===== src/video_upscan_defines.svh =====
// Upscaler timing and buffer constants
`ifndef VIDEO_UPSCAN_DEFINES_SVH
`define VIDEO_UPSCAN_DEFINES_SVH

// Output raster, counted in DCLK cycles and lines
`define H_TOTAL 855         // Cycles per output line
`define H_SYNC 62           // Hsync pulse width
`define H_ERASE 69          // Sync plus back porch
`define H_DISP 720          // Visible pixels per line
`define V_TOTAL 525         // Lines per output frame
`define V_SYNC 2            // Vsync pulse width in lines

// First input pixel position, in edges after the hsync edge
`define IN_START_720 69
`define IN_START_640 128

// Active input pixels per line
`define IN_WIDTH_720 720
`define IN_WIDTH_640 640

// Line buffer geometry, two banks back to back
`define BUF_WIDTH 768       // Words per bank
`define BUF_ADDR_W 11       // Covers both banks

`endif

===== src/video_upscan_pkg.sv =====
// Upscaler shared types
`default_nettype none

package video_upscan_pkg;

    typedef logic [7:0] pixel_t;    // One colour component

    typedef struct packed {
        pixel_t r;
        pixel_t g;
        pixel_t b;
    } rgb_t;

    typedef enum logic {
        MODE_720 = 1'b0,            // Pass-through
        MODE_640 = 1'b1             // 9/8 stretch
    } video_mode_t;

    // Position inside a group of nine output pixels
    typedef enum logic [3:0] {
        PH_0 = 4'd0,
        PH_1 = 4'd1,
        PH_2 = 4'd2,
        PH_3 = 4'd3,
        PH_4 = 4'd4,
        PH_5 = 4'd5,
        PH_6 = 4'd6,
        PH_7 = 4'd7,                // Address held here
        PH_8 = 4'd8
    } phase_t;

endpackage

`default_nettype wire


===== src/line_buf_if.sv =====
// Line buffer port bundle
`timescale 1ns/1ps
`default_nettype none
`include "video_upscan_defines.svh"

interface line_buf_if
    import video_upscan_pkg::*;
();

    logic                   wr_en;
    logic [`BUF_ADDR_W-1:0] wr_addr;
    rgb_t                   wr_data;
    logic [`BUF_ADDR_W-1:0] rd_addr;
    rgb_t                   rd_data;    // One cycle after rd_addr

    modport writer (output wr_en, output wr_addr, output wr_data);

    modport reader (output rd_addr, input rd_data);

    modport memory (
        input  wr_en,
        input  wr_addr,
        input  wr_data,
        input  rd_addr,
        output rd_data
    );

endinterface

`default_nettype wire


===== src/line_writer.sv =====
// Input line capture
`timescale 1ns/1ps
`default_nettype none
`include "video_upscan_defines.svh"

module line_writer
    import video_upscan_pkg::*;
(
    input  wire              DCLK,
    input  wire              RESET_n,
    input  wire rgb_t        in_rgb,
    input  wire              in_hs_n,
    input  wire              in_vs_n,
    input  wire video_mode_t mode,
    line_buf_if.writer       buf_wr
);

    logic        in_hs_q;
    logic        in_hs_d;
    logic        in_vs_q;
    logic        in_vs_d;
    logic        hs_fall;
    logic        vs_fall;
    logic [10:0] h_cnt;         // Edges since the hsync edge
    logic [9:0]  col;           // Pixels written this line
    logic        wr_bank;
    logic [10:0] win_start;
    logic [9:0]  win_width;
    logic        in_window;

    assign hs_fall = in_hs_d & ~in_hs_q;
    assign vs_fall = in_vs_d & ~in_vs_q;

    assign win_start = (mode == MODE_640) ? 11'(`IN_START_640) : 11'(`IN_START_720);
    assign win_width = (mode == MODE_640) ? 10'(`IN_WIDTH_640) : 10'(`IN_WIDTH_720);

    // h_cnt lags the sampling edge by one, hence start minus one
    assign in_window = (h_cnt >= win_start - 11'd1) && (col < win_width);

    always_ff @(posedge DCLK or negedge RESET_n) begin
        if (!RESET_n) begin
            in_hs_q <= 1'b1;
            in_hs_d <= 1'b1;
            in_vs_q <= 1'b1;
            in_vs_d <= 1'b1;
        end else begin
            in_hs_q <= in_hs_n;
            in_hs_d <= in_hs_q;
            in_vs_q <= in_vs_n;
            in_vs_d <= in_vs_q;
        end
    end

    always_ff @(posedge DCLK or negedge RESET_n) begin
        if (!RESET_n) begin
            h_cnt   <= '0;
            col     <= '1;              // No writes before the first hsync
            wr_bank <= 1'b1;
        end else begin
            if (hs_fall) begin
                h_cnt <= 11'd1;
            end else if (h_cnt != '1) begin
                h_cnt <= h_cnt + 11'd1;     // Saturates without hsync
            end

            if (hs_fall) begin
                col <= '0;
            end else if (in_window) begin
                col <= col + 10'd1;
            end

            if (vs_fall) begin
                wr_bank <= 1'b1;            // Wins over a coincident hsync
            end else if (hs_fall) begin
                wr_bank <= ~wr_bank;
            end
        end
    end

    always_ff @(posedge DCLK or negedge RESET_n) begin
        if (!RESET_n) begin
            buf_wr.wr_en   <= 1'b0;
            buf_wr.wr_addr <= '0;
        end else begin
            buf_wr.wr_en   <= in_window;
            buf_wr.wr_addr <= (wr_bank ? `BUF_ADDR_W'(`BUF_WIDTH) : '0) + `BUF_ADDR_W'(col);
        end
    end

    // Input pixel register, doubles as write data
    always_ff @(posedge DCLK) begin
        buf_wr.wr_data <= in_rgb;
    end

endmodule

`default_nettype wire


===== src/flat_wrapper.sv =====
// flat-port wrapper written by rule: the top's interface ports become plain ports
module line_writer_flat import video_upscan_pkg::*;
  (DCLK, RESET_n, in_rgb, in_hs_n, in_vs_n, mode, buf_wr_wr_en, buf_wr_wr_addr, buf_wr_wr_data);
  line_buf_if buf_wr_i ();
  input  wire DCLK;
  input  wire RESET_n;
  input  wire rgb_t in_rgb;
  input  wire in_hs_n;
  input  wire in_vs_n;
  input  wire video_mode_t mode;
  output wire logic [$bits(buf_wr_i.wr_en)-1:0] buf_wr_wr_en;
  output wire logic [$bits(buf_wr_i.wr_addr)-1:0] buf_wr_wr_addr;
  output wire logic [$bits(buf_wr_i.wr_data)-1:0] buf_wr_wr_data;
  assign buf_wr_wr_en = buf_wr_i.wr_en;
  assign buf_wr_wr_addr = buf_wr_i.wr_addr;
  assign buf_wr_wr_data = buf_wr_i.wr_data;
  line_writer u_core (.DCLK(DCLK), .RESET_n(RESET_n), .in_rgb(in_rgb), .in_hs_n(in_hs_n), .in_vs_n(in_vs_n), .mode(mode), .buf_wr(buf_wr_i));
endmodule

===== config.mk =====
export PLATFORM = sky130hd
export DESIGN_NAME = line_writer_flat
export DESIGN_NICKNAME = d
export VERILOG_FILES = /design/src/video_upscan_pkg.sv /design/src/line_buf_if.sv /design/src/line_writer.sv /design/src/flat_wrapper.sv
export VERILOG_INCLUDE_DIRS = /design/src
export SDC_FILE = /design/constraint.sdc
export NUM_CORES = 1
export LEC_CHECK = 0
export BUFFER_PORTS_ARGS = -buffer_cell sky130_fd_sc_hd__buf_2
export CAP_MARGIN = 20
export CORE_UTILIZATION = 35
export DETAILED_ROUTE_END_ITERATION = 8
export GPL_ROUTABILITY_DRIVEN = 0
export HOLD_SLACK_MARGIN = 0.03
export SYNTH_ARGS = -nofsm -noshare
export SYNTH_HDL_FRONTEND = slang
export SYNTH_SLANG_ARGS = --single-unit

===== constraint.sdc =====
create_clock -name DCLK -period 5.6 [get_ports DCLK]
set_clock_uncertainty 0.1 [all_clocks]
set_input_delay 0.84 -clock DCLK [delete_from_list [all_inputs] [get_ports DCLK]]
set_output_delay 0.84 -clock DCLK [all_outputs]
set_load 0.05 [all_outputs]

==> impl_metrics.tcl <==
set metrics [dict create \
    worstSetupEndpointType "flip-flop" \
    drive_gt1_frac 0.3837 \
    rr_worst_depth 7 \
    ant_nets 0 \
    num_antenna_cells 0 \
    clkTransAtPathRegs_ps 60 \
    ir_drop_uv 161.0 \
    fin_crit_sh 0.4058 \
    powerDensity_mw_per_mm2 346.8 \
    finalSetupViolations 0 \
    crit_path_start "mode" \
    clock-root-buffer "clkbuf_8" \
    cts_tree "done" \
    syn-instance-count 181 \
    start_kind "input port" \
    coreArea_mm2 0.005991 \
    final_cell_mix "64 x buf_2, 24 x dfxtp_1, 23 x dfrtp_1, 15 x dfstp_2" \
    critPathMaxFanout 17 \
    area_delta_synth_final_pct 26.47 \
    post-cts-setup-buffers 0 \
    first_pass_iters 4 \
    ys_seq_area_frac 0.6570 \
    critPathSlowestCell "a21oi_2" \
    syn_area_per_cell_um2 12.19 \
    ys_warn_count 0 \
    die_area_mm2 0.006628 \
    cts_resized 0 \
    crit_required_ps 5750 \
    cts_buffers 9 \
    r2r-end "u_core.col[0]$_DFFE_PN1P_" \
    grt_pass1_vias 1405 \
    synth_ff_type "dfxtp_1" \
    ios 65 \
    num_rows 28 \
    synthDistinctLibCells 37 \
    htree_levels 3 \
    grt_first_pass_wirelength_mm 6.368 \
    viasPerCell 4.724 \
    p_leak_uw 0.001318 \
    cts_hold_buf 0 \
    grt_setup_unrepaired "false" \
    synth_nets 220 \
    tns_ps 0 \
    track_usage 0.1338 \
    fp.dieH_um 81.41 \
    r2r_slack_ps 3570 \
    cp_data_arrival_time_ps 2430 \
    status "complete, no violations" \
    netlist_area_mm2 0.002207 \
    worst-path-buf-inv 2 \
    antenna_found_initial 0 \
    drt-initial-drc-count 69 \
    clk_latency_ps 330 \
    drc 0 \
    grt_max_degree 39 \
    drv_cap 0 \
    final_util 0.4660 \
    num_vias 1573 \
    detail_route.wl_per_cell_um 11.88 \
    finalNonFillerCells 333 \
    synthArstFlopShare 0.6129 \
    die_width_um 81.41 \
    worstPathCellList "buf_2, inv_1, ha_1, a21oi_1, o211ai_1, a21oi_2, nor2_1, o21ai_0" \
    hold_path.startpoint "u_core.in_vs_q$_DFF_PN1_" \
    slew_viol_final 0 \
    slew_headroom 0.4497 \
    fin_crit_ps 2272 \
    start_util 0.3684 \
    cpLargestDelayFamily "compound AO/OA/AOI/OAI gates" \
    n_fill_cell 564 \
    cts.sinks 62 \
    path_class "input port to flip-flop" \
    min_to "u_core.in_vs_d$_DFF_PN1_" \
    synth_edf_count 0 \
    holdPathStages 0 \
    port_buffers 64 \
    r2r_start "u_core.h_cnt[0]$_DFFE_PN0P_" \
    mostFrequentLayoutCell "buf_2" \
    maxClockFrequency_mhz 440.1 \
    grt.overflow.total 0 \
    nets 292 \
    dpl.cell_count 317 \
    clk_path_buf_depth 2 \
    routed_wl_mm 3.956 \
    cpPeakStageDelay_ps 450 \
    dp_hpwl_mm 2.807 \
    worstMarginPinSlew_ps 825.5 \
    hold_path_class "flip-flop to flip-flop" \
    ys_ff_latch 62 \
    hold_viol 0 \
]
[state kept, by name, indices dropped and copies added, names as in the netlist]
| signal | flops |
|---|---|
| u_core.buf_wr.wr_data | 24 |
| u_core.buf_wr.wr_addr | 11 |
| u_core.h_cnt | 11 |
| u_core.col | 10 |
| u_core.buf_wr.wr_en | 1 |
| u_core.in_hs_d | 1 |
| u_core.in_hs_q | 1 |
| u_core.in_vs_d | 1 |
| u_core.in_vs_q | 1 |
| u_core.wr_bank | 1 |
[worst max path at each step]
stage,end,cells after the start
2_1_floorplan,u_core.col[8]$_DFFE_PN1P_,8
3_3_place_gp,u_core.col[0]$_DFFE_PN1P_,8
3_5_place_dp,u_core.col[0]$_DFFE_PN1P_,8
4_1_cts,u_core.col[0]$_DFFE_PN1P_,8
5_1_grt,u_core.col[4]$_DFFE_PN1P_,8
6_report,u_core.col[0]$_DFFE_PN1P_,8
[synth_stat cells, types with 3 or more instances]
cell type,count,area share
nand3_1,9,0.020
nor3_1,5,0.011
nor2_1,12,0.020
xnor2_1,4,0.016
dfrtp_1,23,0.26
o21ai_0,12,0.027
dfstp_2,15,0.18
inv_1,3,0.0051
and3_1,4,0.011
dfxtp_1,24,0.22
or3_1,7,0.020
nand2_1,10,0.017
nand4_1,3,0.0085
ha_1,9,0.051
a21oi_1,9,0.020
[area by class of cell]
type	count	area (um^2)	share of cell area
sequential	62	1450	0.5195
multi-input combinational	112	728.2	0.2609
timing repair buffer	65	331.6	0.1188
clock buffer	13	158.9	0.05692
tap	75	93.84	0.03362
clock inverter	3	17.52	0.006275
inverter	3	11.26	0.004034
[worst reg2reg max path: cells and delay by family (launching register included)]
family          cells  cell delay [ps]
flops               1              400
simple gates        2              310
compound gates      3              830
fa+ha+maj           1              260
buf+inv             1               60
[routing by layer]
metal  up-vias  global-route usage  share of wire
met5         -                   0              0
met4         0             0.08036          0.022
met3         6             0.05000          0.037
met2        34              0.2192           0.51
met1       748              0.1471           0.43
li1        785                   -              -
[through the flow]
stage	worst slack [ps]	hold slack, ps	power (uW)	instance area, um^2
global route	3111	276.3	1016	2791
detailed placement	2961	257.3	628.0	2615
CTS	3317	265.4	982.3	2791
finish	3328	262.3	968.0	2791
global placement	3038	255.5	623.9	2604
floorplan	3301	251.7	586.8	2207
[kinds of logic (layout without fill, tap and decap cells)]
| group | count (synthesis) | in the layout | synth area share |
|---|---|---|---|
| flip-flops | 62 | 62 | 0.6570 |
| AND/OR/NAND/NOR | 62 | 62 | 0.1468 |
| AO/OA/AOI/OAI | 32 | 32 | 0.09014 |
| adder cells (fa/ha/maj) | 10 | 10 | 0.06009 |
| buffers and inverters | 7 | 84 | 0.01304 |
| XOR/XNOR | 6 | 6 | 0.02381 |
| multiplexers | 2 | 2 | 0.009071 |
[where the power goes]
group | switching [uW] | internal, uW | leakage [uW]
registers | 22.5 | 476 | 0.000666
clock network | 164 | 185 | 0.0000943
logic | 81.5 | 38.9 | 0.000557
Power figures use the tool's default switching activity.
