[config.mk]
export PLATFORM = sky130hd
export DESIGN_NAME = output_timing
export DESIGN_NICKNAME = d
export VERILOG_FILES = /design/src/output_timing.sv
export VERILOG_INCLUDE_DIRS = /design/src
export SDC_FILE = /design/constraint.sdc
export NUM_CORES = 1
export LEC_CHECK = 0
export BUFFER_PORTS_ARGS = -buffer_cell sky130_fd_sc_hd__buf_2
export CAP_MARGIN = 5
export CORE_UTILIZATION = 45
export DETAILED_ROUTE_END_ITERATION = 8
export GPL_ROUTABILITY_DRIVEN = 1
export MAX_ROUTING_LAYER = met4
export PLACE_DENSITY = 0.66
export RECOVER_POWER = 50
export SYNTH_ARGS = -nofsm -noshare
export SYNTH_HDL_FRONTEND = slang
export SYNTH_SLANG_ARGS = --single-unit
[constraint.sdc]
create_clock -name DCLK -period 1.8 [get_ports DCLK]
set_clock_uncertainty 0.1 [all_clocks]
set_input_delay 0.09 -clock DCLK [delete_from_list [all_inputs] [get_ports DCLK]]
set_output_delay 0.09 -clock DCLK [all_outputs]
set_load 0.02 [all_outputs]
[src/video_upscan_defines.svh]
// Upscaler timing and buffer constants
`ifndef VIDEO_UPSCAN_DEFINES_SVH
`define VIDEO_UPSCAN_DEFINES_SVH

// Output raster, counted in DCLK cycles and lines
`define H_TOTAL 855         // Cycles per output line
`define H_SYNC 62           // Hsync pulse width
`define H_ERASE 69          // Sync plus back porch
`define H_DISP 720          // Visible pixels per line
`define V_TOTAL 525         // Lines per output frame
`define V_SYNC 2            // Vsync pulse width in lines

// First input pixel position, in edges after the hsync edge
`define IN_START_720 69
`define IN_START_640 128

// Active input pixels per line
`define IN_WIDTH_720 720
`define IN_WIDTH_640 640

// Line buffer geometry, two banks back to back
`define BUF_WIDTH 768       // Words per bank
`define BUF_ADDR_W 11       // Covers both banks

`endif
[src/output_timing.sv]
// Output raster timing
`timescale 1ns/1ps
`default_nettype none
`include "video_upscan_defines.svh"

module output_timing (
    input  wire  DCLK,
    input  wire  RESET_n,
    input  wire  in_vs_n,
    output logic out_hs_n,
    output logic out_vs_n,
    output logic line_start,
    output logic active,
    output logic rd_bank
);

    logic       vs_q;
    logic       vs_d;
    logic       vs_fall;
    logic [9:0] h_cnt;
    logic [9:0] v_cnt;
    logic [1:0] line_cnt;       // Two output lines per bank
    logic       h_wrap;
    logic       fetch_win;

    assign vs_fall = vs_d & ~vs_q;
    assign h_wrap  = (h_cnt == 10'(`H_TOTAL - 1));

    // Two cycles early to cover buffer read and output register
    assign fetch_win = (h_cnt >= 10'(`H_ERASE - 2)) &&
                       (h_cnt <  10'(`H_ERASE + `H_DISP - 2));

    always_ff @(posedge DCLK or negedge RESET_n) begin
        if (!RESET_n) begin
            vs_q <= 1'b1;
            vs_d <= 1'b1;
        end else begin
            vs_q <= in_vs_n;
            vs_d <= vs_q;
        end
    end

    always_ff @(posedge DCLK or negedge RESET_n) begin
        if (!RESET_n) begin
            h_cnt    <= '0;
            v_cnt    <= 10'(`V_SYNC);   // Start outside vsync
            line_cnt <= '0;
        end else if (vs_fall) begin
            h_cnt    <= '0;             // Input frame restarts the raster
            v_cnt    <= '0;
            line_cnt <= '0;
        end else if (h_wrap) begin
            h_cnt    <= '0;
            v_cnt    <= (v_cnt == 10'(`V_TOTAL - 1)) ? '0 : v_cnt + 10'd1;
            line_cnt <= line_cnt + 2'd1;
        end else begin
            h_cnt    <= h_cnt + 10'd1;
        end
    end

    always_ff @(posedge DCLK or negedge RESET_n) begin
        if (!RESET_n) begin
            out_hs_n   <= 1'b1;
            out_vs_n   <= 1'b1;
            line_start <= 1'b0;
            active     <= 1'b0;
            rd_bank    <= 1'b0;
        end else begin
            out_hs_n   <= (h_cnt >= 10'(`H_SYNC));
            out_vs_n   <= (v_cnt >= 10'(`V_SYNC));
            line_start <= (h_cnt == 10'd1);
            active     <= fetch_win;
            if (h_cnt == 10'd1) begin
                rd_bank <= line_cnt[1];     // Stable until next line
            end
        end
    end

endmodule

`default_nettype wire

==> results of run 1 <==
==> Yosys cell counts, types with 2 or more instances <==
cell type                   number
sky130_fd_sc_hd__nand2b_1        5
sky130_fd_sc_hd__nand3_1         9
sky130_fd_sc_hd__o31ai_1         3
sky130_fd_sc_hd__mux2_2          2
sky130_fd_sc_hd__nor3_1          2
sky130_fd_sc_hd__dfstp_2         5
sky130_fd_sc_hd__nor4_1          8
sky130_fd_sc_hd__a21o_1          3
sky130_fd_sc_hd__a2111oi_0       4
sky130_fd_sc_hd__nor2_1         16
sky130_fd_sc_hd__a221o_1         3
sky130_fd_sc_hd__nand4_1         7
sky130_fd_sc_hd__a2111o_1        2
sky130_fd_sc_hd__nor3_4          2
sky130_fd_sc_hd__clkbuf_1        5
sky130_fd_sc_hd__inv_1           6
sky130_fd_sc_hd__buf_2           3
sky130_fd_sc_hd__and3_1          2
sky130_fd_sc_hd__ha_1            6
sky130_fd_sc_hd__xnor2_1         3
sky130_fd_sc_hd__dfrtp_1        24
sky130_fd_sc_hd__o21ai_0         6
sky130_fd_sc_hd__nand2_1         8
sky130_fd_sc_hd__or3_1           3
sky130_fd_sc_hd__xor2_1          7
==> final timing paths <==
| check | startpoint | endpoint | slack [ns] |
|---|---|---|---|
| max | v_cnt[5]$_DFFE_PN0P_ | v_cnt[9]$_DFFE_PN0P_ | -0.03 |
| max reg2reg | v_cnt[5]$_DFFE_PN0P_ | v_cnt[9]$_DFFE_PN0P_ | -0.03 |
| min in group DCLK | vs_q$_DFF_PN1_ | vs_d$_DFF_PN1_ | 0.28 |
| min | RESET_n | v_cnt[6]$_DFFE_PN0P_ | 0.24 |
| max in group asynchronous | RESET_n | v_cnt[0]$_DFFE_PN0P_ | 0.87 |
| min reg2reg | vs_q$_DFF_PN1_ | vs_d$_DFF_PN1_ | 0.28 |
==> registers in the layout, summed over array words and instances (netlist names) <==
| signal | flops |
|---|---|
| h_cnt | 10 |
| v_cnt | 10 |
| vs_q | 1 |
| active | 1 |
| out_hs_n | 1 |
| vs_d | 1 |
| line_start | 1 |
| rd_bank | 1 |
| out_vs_n | 1 |
| line_cnt | 2 |
==> power by group through the flow <==
| stage | Combinational [mW] | Clock, mW | Sequential (mW) |
|---|---|---|---|
| after floorplan | 0.140 | 0 | 0.744 |
| after CTS | 0.281 | 0.382 | 0.715 |
| after global placement | 0.268 | 0 | 0.724 |
| after global routing | 0.311 | 0.414 | 0.720 |
| after detailed placement | 0.276 | 0 | 0.727 |
| final | 0.285 | 0.373 | 0.714 |
==> cells in the final DEF, fill, tap and decap left out, drive strengths merged, types with 6 or more instances in the layout <==
cell type | netlist | layout
inv | 6 | 6
nor4 | 8 | 8
ha | 6 | 6
nand4 | 7 | 7
nor2 | 16 | 16
dfrtp | 24 | 24
clkbuf | 5 | 9
nand2 | 8 | 8
buf | 3 | 37
o21ai | 6 | 6
nand3 | 9 | 9
xor2 | 7 | 7
==> routing by layer <==
layer	wire length, µm	GRT usage, %
met5	0	-
met4	89	11.7
met3	164	5.97
met2	1780	34.2
met1	1490	25.6
==> cells by family after synthesis <==
kind of cell,count (synthesis),synth area share (%)
and+or+nand+nor,69,25.8
DFF,29,46.9
muxes,2,1.44
adders and majority gates,6,4.81
buffers and inverters,14,3.61
AOI/OAI and AO/OA,24,11.8
xor gates and xnor gates,10,5.61
==> layout make-up <==
class                      instances  area [µm²]
clock buffer                       8        48.8
fill                             291        1290
inverter                           6        22.5
multi-input combinational        111         888
sequential                        29         733
tap                               46        57.6
timing repair buffer              40         299
==> repair_timing <==
| action | 4_1_cts | 5_1_grt |
|---|---|---|
| setup buffers | 5 | 1 |
| pin swaps | 4 | 6 |
| setup endpoints to repair | 5 | 11 |
| gates resized for setup | 4 | 21 |
| hold buffers | 2 | 0 |
| endpoints found under the hold margin | 25 | 0 |
==> results.md, run 1 <==
* Run status: finished with violations
* Violations in the final reports: negative setup slack
* Category of the worst setup path launch point: flop
* Layout net count at 202
* Number of design rule violations left after detail routing at 0
* Power per unit of standard cell area at 669 nW/µm²
* Gr ovfl total at 0
* Non-Filler Cell Area, Final at 2050 µm²
* Row count at 21
* Arrival time of the worst setup path at 1.94 ns
* Post-synthesis instance area at 1560 µm²
* Post-placement worst setup slack at -0.0985 ns
* Proportion of synthesized chip area in sequential cells at 46.9%
* First-pass iteration count of the detailed router at 4
* Final HPWL from detailed placement at 2.45 mm
* Path category of the worst min-delay check: input pin to asynchronous set/reset pin
* Class of the most critical setup path: flop to flop
* Headroom to the max-slew limit at 52.6%
* F_max at 547 MHz
* CP Buf/Inv Count at 1
* Final max-slew violation count at 0
* Post-synthesis async set-or-reset flop share at 100%
* Chip height at 60.9 µm
* Number of vias after detailed routing at 1361
* Dpl cells at 224
* Fraction of power spent switching nets at 29.0%
* Measured slew at the worst slew-check pin at 0.711 ns
* Combinational group share of total power at 20.7%
* Starting density of the core at 46.8%
* Number of antenna violations at the first check in global routing at 0
* Leakage dissipation at 0.916 nW
* CTS H-tree depth at 2
* Count of routing violations after the opening detailed-route iteration at 79
* Number of maximum-capacitance constraint violations at 0
* Flops & latches, synth at 29
* Share of power burned in registers at 52.1%
* Final worst setup slack at -0.0272 ns
* Internal power at 973 µW
* Predominant post-synthesis flop cell: sky130_fd_sc_hd__dfrtp_1
* TritonCTS clock tree: done
* Distinct cells, synth at 35
* Final count of negative-setup-slack endpoints at 5
* Net switching power figure at 398 µW
* Fraction of layout cells with a size suffix above 1 at 35.6%
* Global-route wire length before repair at 5.66 mm
* Width of the chip at 60.9 µm
* Antenna cells at 0
* Maximum number of pins on one net before global-route repair at 30
* Average wire length per cell after detail routing at 14.7 µm
* Post-synth top area cell: sky130_fd_sc_hd__dfrtp_1
* Maximum root-to-sink buffer count at 2
* Input/output buffers at 7
* Number of stages on the worst setup path at 5
* Gp weighted congestion at 0.871
* Vias in the first global route at 1277
* Placed standard-cell area at 1830 µm²
* Clock root cell: sky130_fd_sc_hd__clkbuf_4
* Routed wire length at 3.52 mm
* Setup repair after global routing missed its margin: yes
* Number of buffers created by CTS at 5
* Length in cells of the worst reg-to-reg path at 5
* Final worst path period need at 1.83 ns
* Worst EP required at 1.91 ns
* Main area contributors after synthesis: sky130_fd_sc_hd__dfrtp_1, sky130_fd_sc_hd__dfstp_2, sky130_fd_sc_hd__ha_1, sky130_fd_sc_hd__xor2_1, sky130_fd_sc_hd__nor2_1
* Final standard cell count with taps included and fillers excluded at 240
* Clk_lat worst skew at 0.32 ns
* Area share of the largest cell type after synthesis at 38.5%
* Count of mapped cells out of synthesis at 154
* Final Power at 1.37 mW
* Critical path peak fanout at 8
* Cell breakdown of the critical path: or4_4, nor3_4, buf_6, nor4_2, a221o_1
* Post-route ant nets at 0
* Worst stage delay on the critical path at 0.57 ns
* Worst path slowest cell: sky130_fd_sc_hd__or4_4
* Number of enable-type register cells in the synthesized netlist at 0
* Aggregate negative setup slack at -0.0940 ns
* Hold Slack at 0.238 ns
* Fin crit share at 102%
* Number of sinks handled by clock tree synthesis at 29
* VDD IR max at 389 µV
* Area growth from synthesis to layout at 31.4%
* Final hold violation count at 0
* Worst path top cell family by delay: simple AND/OR/NAND/NOR gates
* Die footprint at 3710 µm²
* Warnings, synthesis at 0
* Post-Synthesis Net Count at 163
* IO Pins at 8
* Fin util at 61.4%
* All-layer global routing usage at 21.9%
* DR vias/cell at 5.67
* Average footprint of a synthesized cell at 10.1 µm²
* Clock network fraction of design power at 27.2%
* Clock transition at path regs at 0.09 ns
* Area inside the core boundary at 3340 µm²
* Kind of end point of the critical path: flop
No activity file was read; power rests on OpenSTA's default activity.
==> inputs of run 2 (changes only) <==
--- a/config.mk
+++ b/config.mk
@@ -6,9 +6,11 @@
 export SDC_FILE = /design/constraint.sdc
 export NUM_CORES = 1
 export LEC_CHECK = 0
+export ABC_CLOCK_PERIOD_IN_PS = 1800
 export BUFFER_PORTS_ARGS = -buffer_cell sky130_fd_sc_hd__buf_2
 export CAP_MARGIN = 5
 export CORE_UTILIZATION = 45
+export CTS_BUF_LIST = sky130_fd_sc_hd__clkbuf_8
 export DETAILED_ROUTE_END_ITERATION = 8
 export GPL_ROUTABILITY_DRIVEN = 1
 export MAX_ROUTING_LAYER = met4
==> run 2 against run 1 <==
Net effect:
- the flow still finishes with violations (negative setup slack)
- count of clock-buffer cells in the layout is 3 lower
- via count is 0.22% higher
- non-clock buffer count stayed put
- register-to-register slack hardly changed
- largest cell class unchanged
==> results.md, run 2 (synthesis results as in run 1) <==
* Setup repair after global routing missed its margin: yes
* Headroom to the max-slew limit at 51.5%
* Final count of negative-setup-slack endpoints at 5
* Final Power at 1.49 mW
* Clock network fraction of design power at 32.8%
* Class of the most critical setup path: flop to flop
* Net switching power figure at 421 µW
* Gr ovfl total at 0
* Area growth from synthesis to layout at 31.8%
* Share of power burned in registers at 47.9%
* Critical path peak fanout at 8
* Final worst path period need at 1.83 ns
* Kind of end point of the critical path: flop
* Number of vias after detailed routing at 1364
* Area of the multi-input gates at 871 µm²
* VDD IR max at 467 µV
* Largest registers in the final layout: h_cnt: 10 flops, v_cnt: 10 flops, line_cnt: 2 flops
* CTS H-tree depth at 2
* Clock root cell: sky130_fd_sc_hd__clkbuf_8
* Number of antenna violations at the first check in global routing at 0
* All-layer global routing usage at 22.2%
* Maximum root-to-sink buffer count at 2
* Final worst setup slack at -0.0295 ns
* Layout net count at 202
* Measured slew at the worst slew-check pin at 0.727 ns
* Number of sinks handled by clock tree synthesis at 29
* Internal power at 1.07 mW
* F_max at 547 MHz
* Final max-slew violation count at 0
* Arrival time of the worst setup path at 1.89 ns
* Routed wire length at 3.64 mm
* Power per unit of standard cell area at 727 nW/µm²
* Number of inserted filler cells in the final layout at 289
* Number of design rule violations left after detail routing at 0
* Row count at 21
* Die footprint at 3710 µm²
* Number of buffers created by CTS at 5
* Clk_lat worst skew at 0.28 ns
* Leakage dissipation at 0.926 nW
* Final HPWL from detailed placement at 2.45 mm
* Average wire length per cell after detail routing at 15.2 µm
* Post-route ant nets at 0
* Most used cells in the layout excluding fill and tap cells: sky130_fd_sc_hd__buf_4, sky130_fd_sc_hd__dfrtp_1, sky130_fd_sc_hd__nor2_1
* Starting density of the core at 46.8%
* Combinational group share of total power at 19.3%
* Violations in the final reports: negative setup slack
* Run status: finished with violations
* DR vias/cell at 5.68
* Final hold violation count at 0
* Fraction of power spent switching nets at 28.2%
* Count of routing violations after the opening detailed-route iteration at 89
* Number of maximum-capacitance constraint violations at 0
* Area inside the core boundary at 3340 µm²
* Register Area at 733 µm²
* Global-route wire length before repair at 5.78 mm
* Post-placement worst setup slack at -0.0985 ns
* Worst EP required at 1.86 ns
* Aggregate negative setup slack at -0.0965 ns
* TritonCTS clock tree: done
* First-pass iteration count of the detailed router at 5
* Maximum number of pins on one net before global-route repair at 30
* Gp weighted congestion at 0.871
* Category of the worst setup path launch point: flop
* Antenna cells at 0
* Input/output buffers at 7
* IO Pins at 8
* Most common cell after layout, fill and taps aside: sky130_fd_sc_hd__buf_4
* Fraction of layout cells with a size suffix above 1 at 33.0%
* Width of the chip at 60.9 µm
* Path category of the worst min-delay check: flop to flop
* Vias in the first global route at 1280
* Clock transition at path regs at 0.06 ns
* Chip height at 60.9 µm
* Fin crit share at 102%
* Fin util at 61.6%
==> run 2: cell types whose count changed in the layout (fill, tap and decap cells not counted), moves of 3 or more <==
cell	change
sky130_fd_sc_hd__clkbuf_4	-5
sky130_fd_sc_hd__clkbuf_8	+5
sky130_fd_sc_hd__buf_2	-3
sky130_fd_sc_hd__inv_1	+3
==> run 2: area by class of cell <==
class	count	area share [%]
repair buffers	40	14.2
multi-input cells	111	42.4
flip-flops and latches	29	35.7
inverters	6	1.10
clock inverters	3	0.548
clock buffers	5	3.35
well taps	46	2.80
==> run 2: worst paths after layout <==
path,startpoint,to,slack [ns],cells after the start
max reg2reg,v_cnt[4]$_DFFE_PN0P_,v_cnt[9]$_DFFE_PN0P_,-0.03,5
min,vs_q$_DFF_PN1_,vs_d$_DFF_PN1_,0.28,0
min reg2reg,vs_q$_DFF_PN1_,vs_d$_DFF_PN1_,0.28,0
max,v_cnt[4]$_DFFE_PN0P_,v_cnt[9]$_DFFE_PN0P_,-0.03,5
max in group asynchronous,RESET_n,v_cnt[0]$_DFFE_PN0P_,0.80,2
min in group asynchronous,RESET_n,v_cnt[6]$_DFFE_PN0P_,0.30,2
==> run 2: metal layers <==
layer,wire (µm),up-vias,part of all wire (%),global-route usage (%)
met1,1570,677,43,26.1
met4,42,0,1.2,8.77
li1,-,642,-,-
met3,142,5,3.9,6.61
met5,0,-,0,-
met2,1890,40,52,35.5
==> run 2: critical path, cell delays in order, from the launching register on <==
cell	delay, ns
sky130_fd_sc_hd__dfrtp_1	0.39
sky130_fd_sc_hd__or4_4	0.55
sky130_fd_sc_hd__nor3_4	0.18
sky130_fd_sc_hd__buf_6	0.17
sky130_fd_sc_hd__nor4_2	0.06
sky130_fd_sc_hd__a221o_1	0.27
==> run 2: stage by stage <==
stage               hold slack (ns)  area, µm²  instances
floorplan                    -0.306       1580        154
global placement             0.0415       1830        224
detailed placement           0.0477       1830        224
CTS                           0.275       1980        239
global route                  0.292       2060        240
finish                        0.285       2060        240
==> run 2: what timing repair did <==
item	in CTS	in global routing
endpoints found under the hold margin	25	0
resized for setup	4	18
setup endpoints to repair	5	11
hold buffers	2	0
pin swaps	4	3
setup buffers	5	1
==> run 2: power groups by stage <==
| stage | Sequential [mW] | Combinational [mW] | Clock (mW) |
|---|---|---|---|
| after floorplan | 0.744 | 0.140 | 0 |
| after global placement | 0.724 | 0.268 | 0 |
| after detailed placement | 0.727 | 0.276 | 0 |
| after CTS | 0.716 | 0.286 | 0.497 |
| after global routing | 0.721 | 0.315 | 0.526 |
| final | 0.716 | 0.289 | 0.490 |
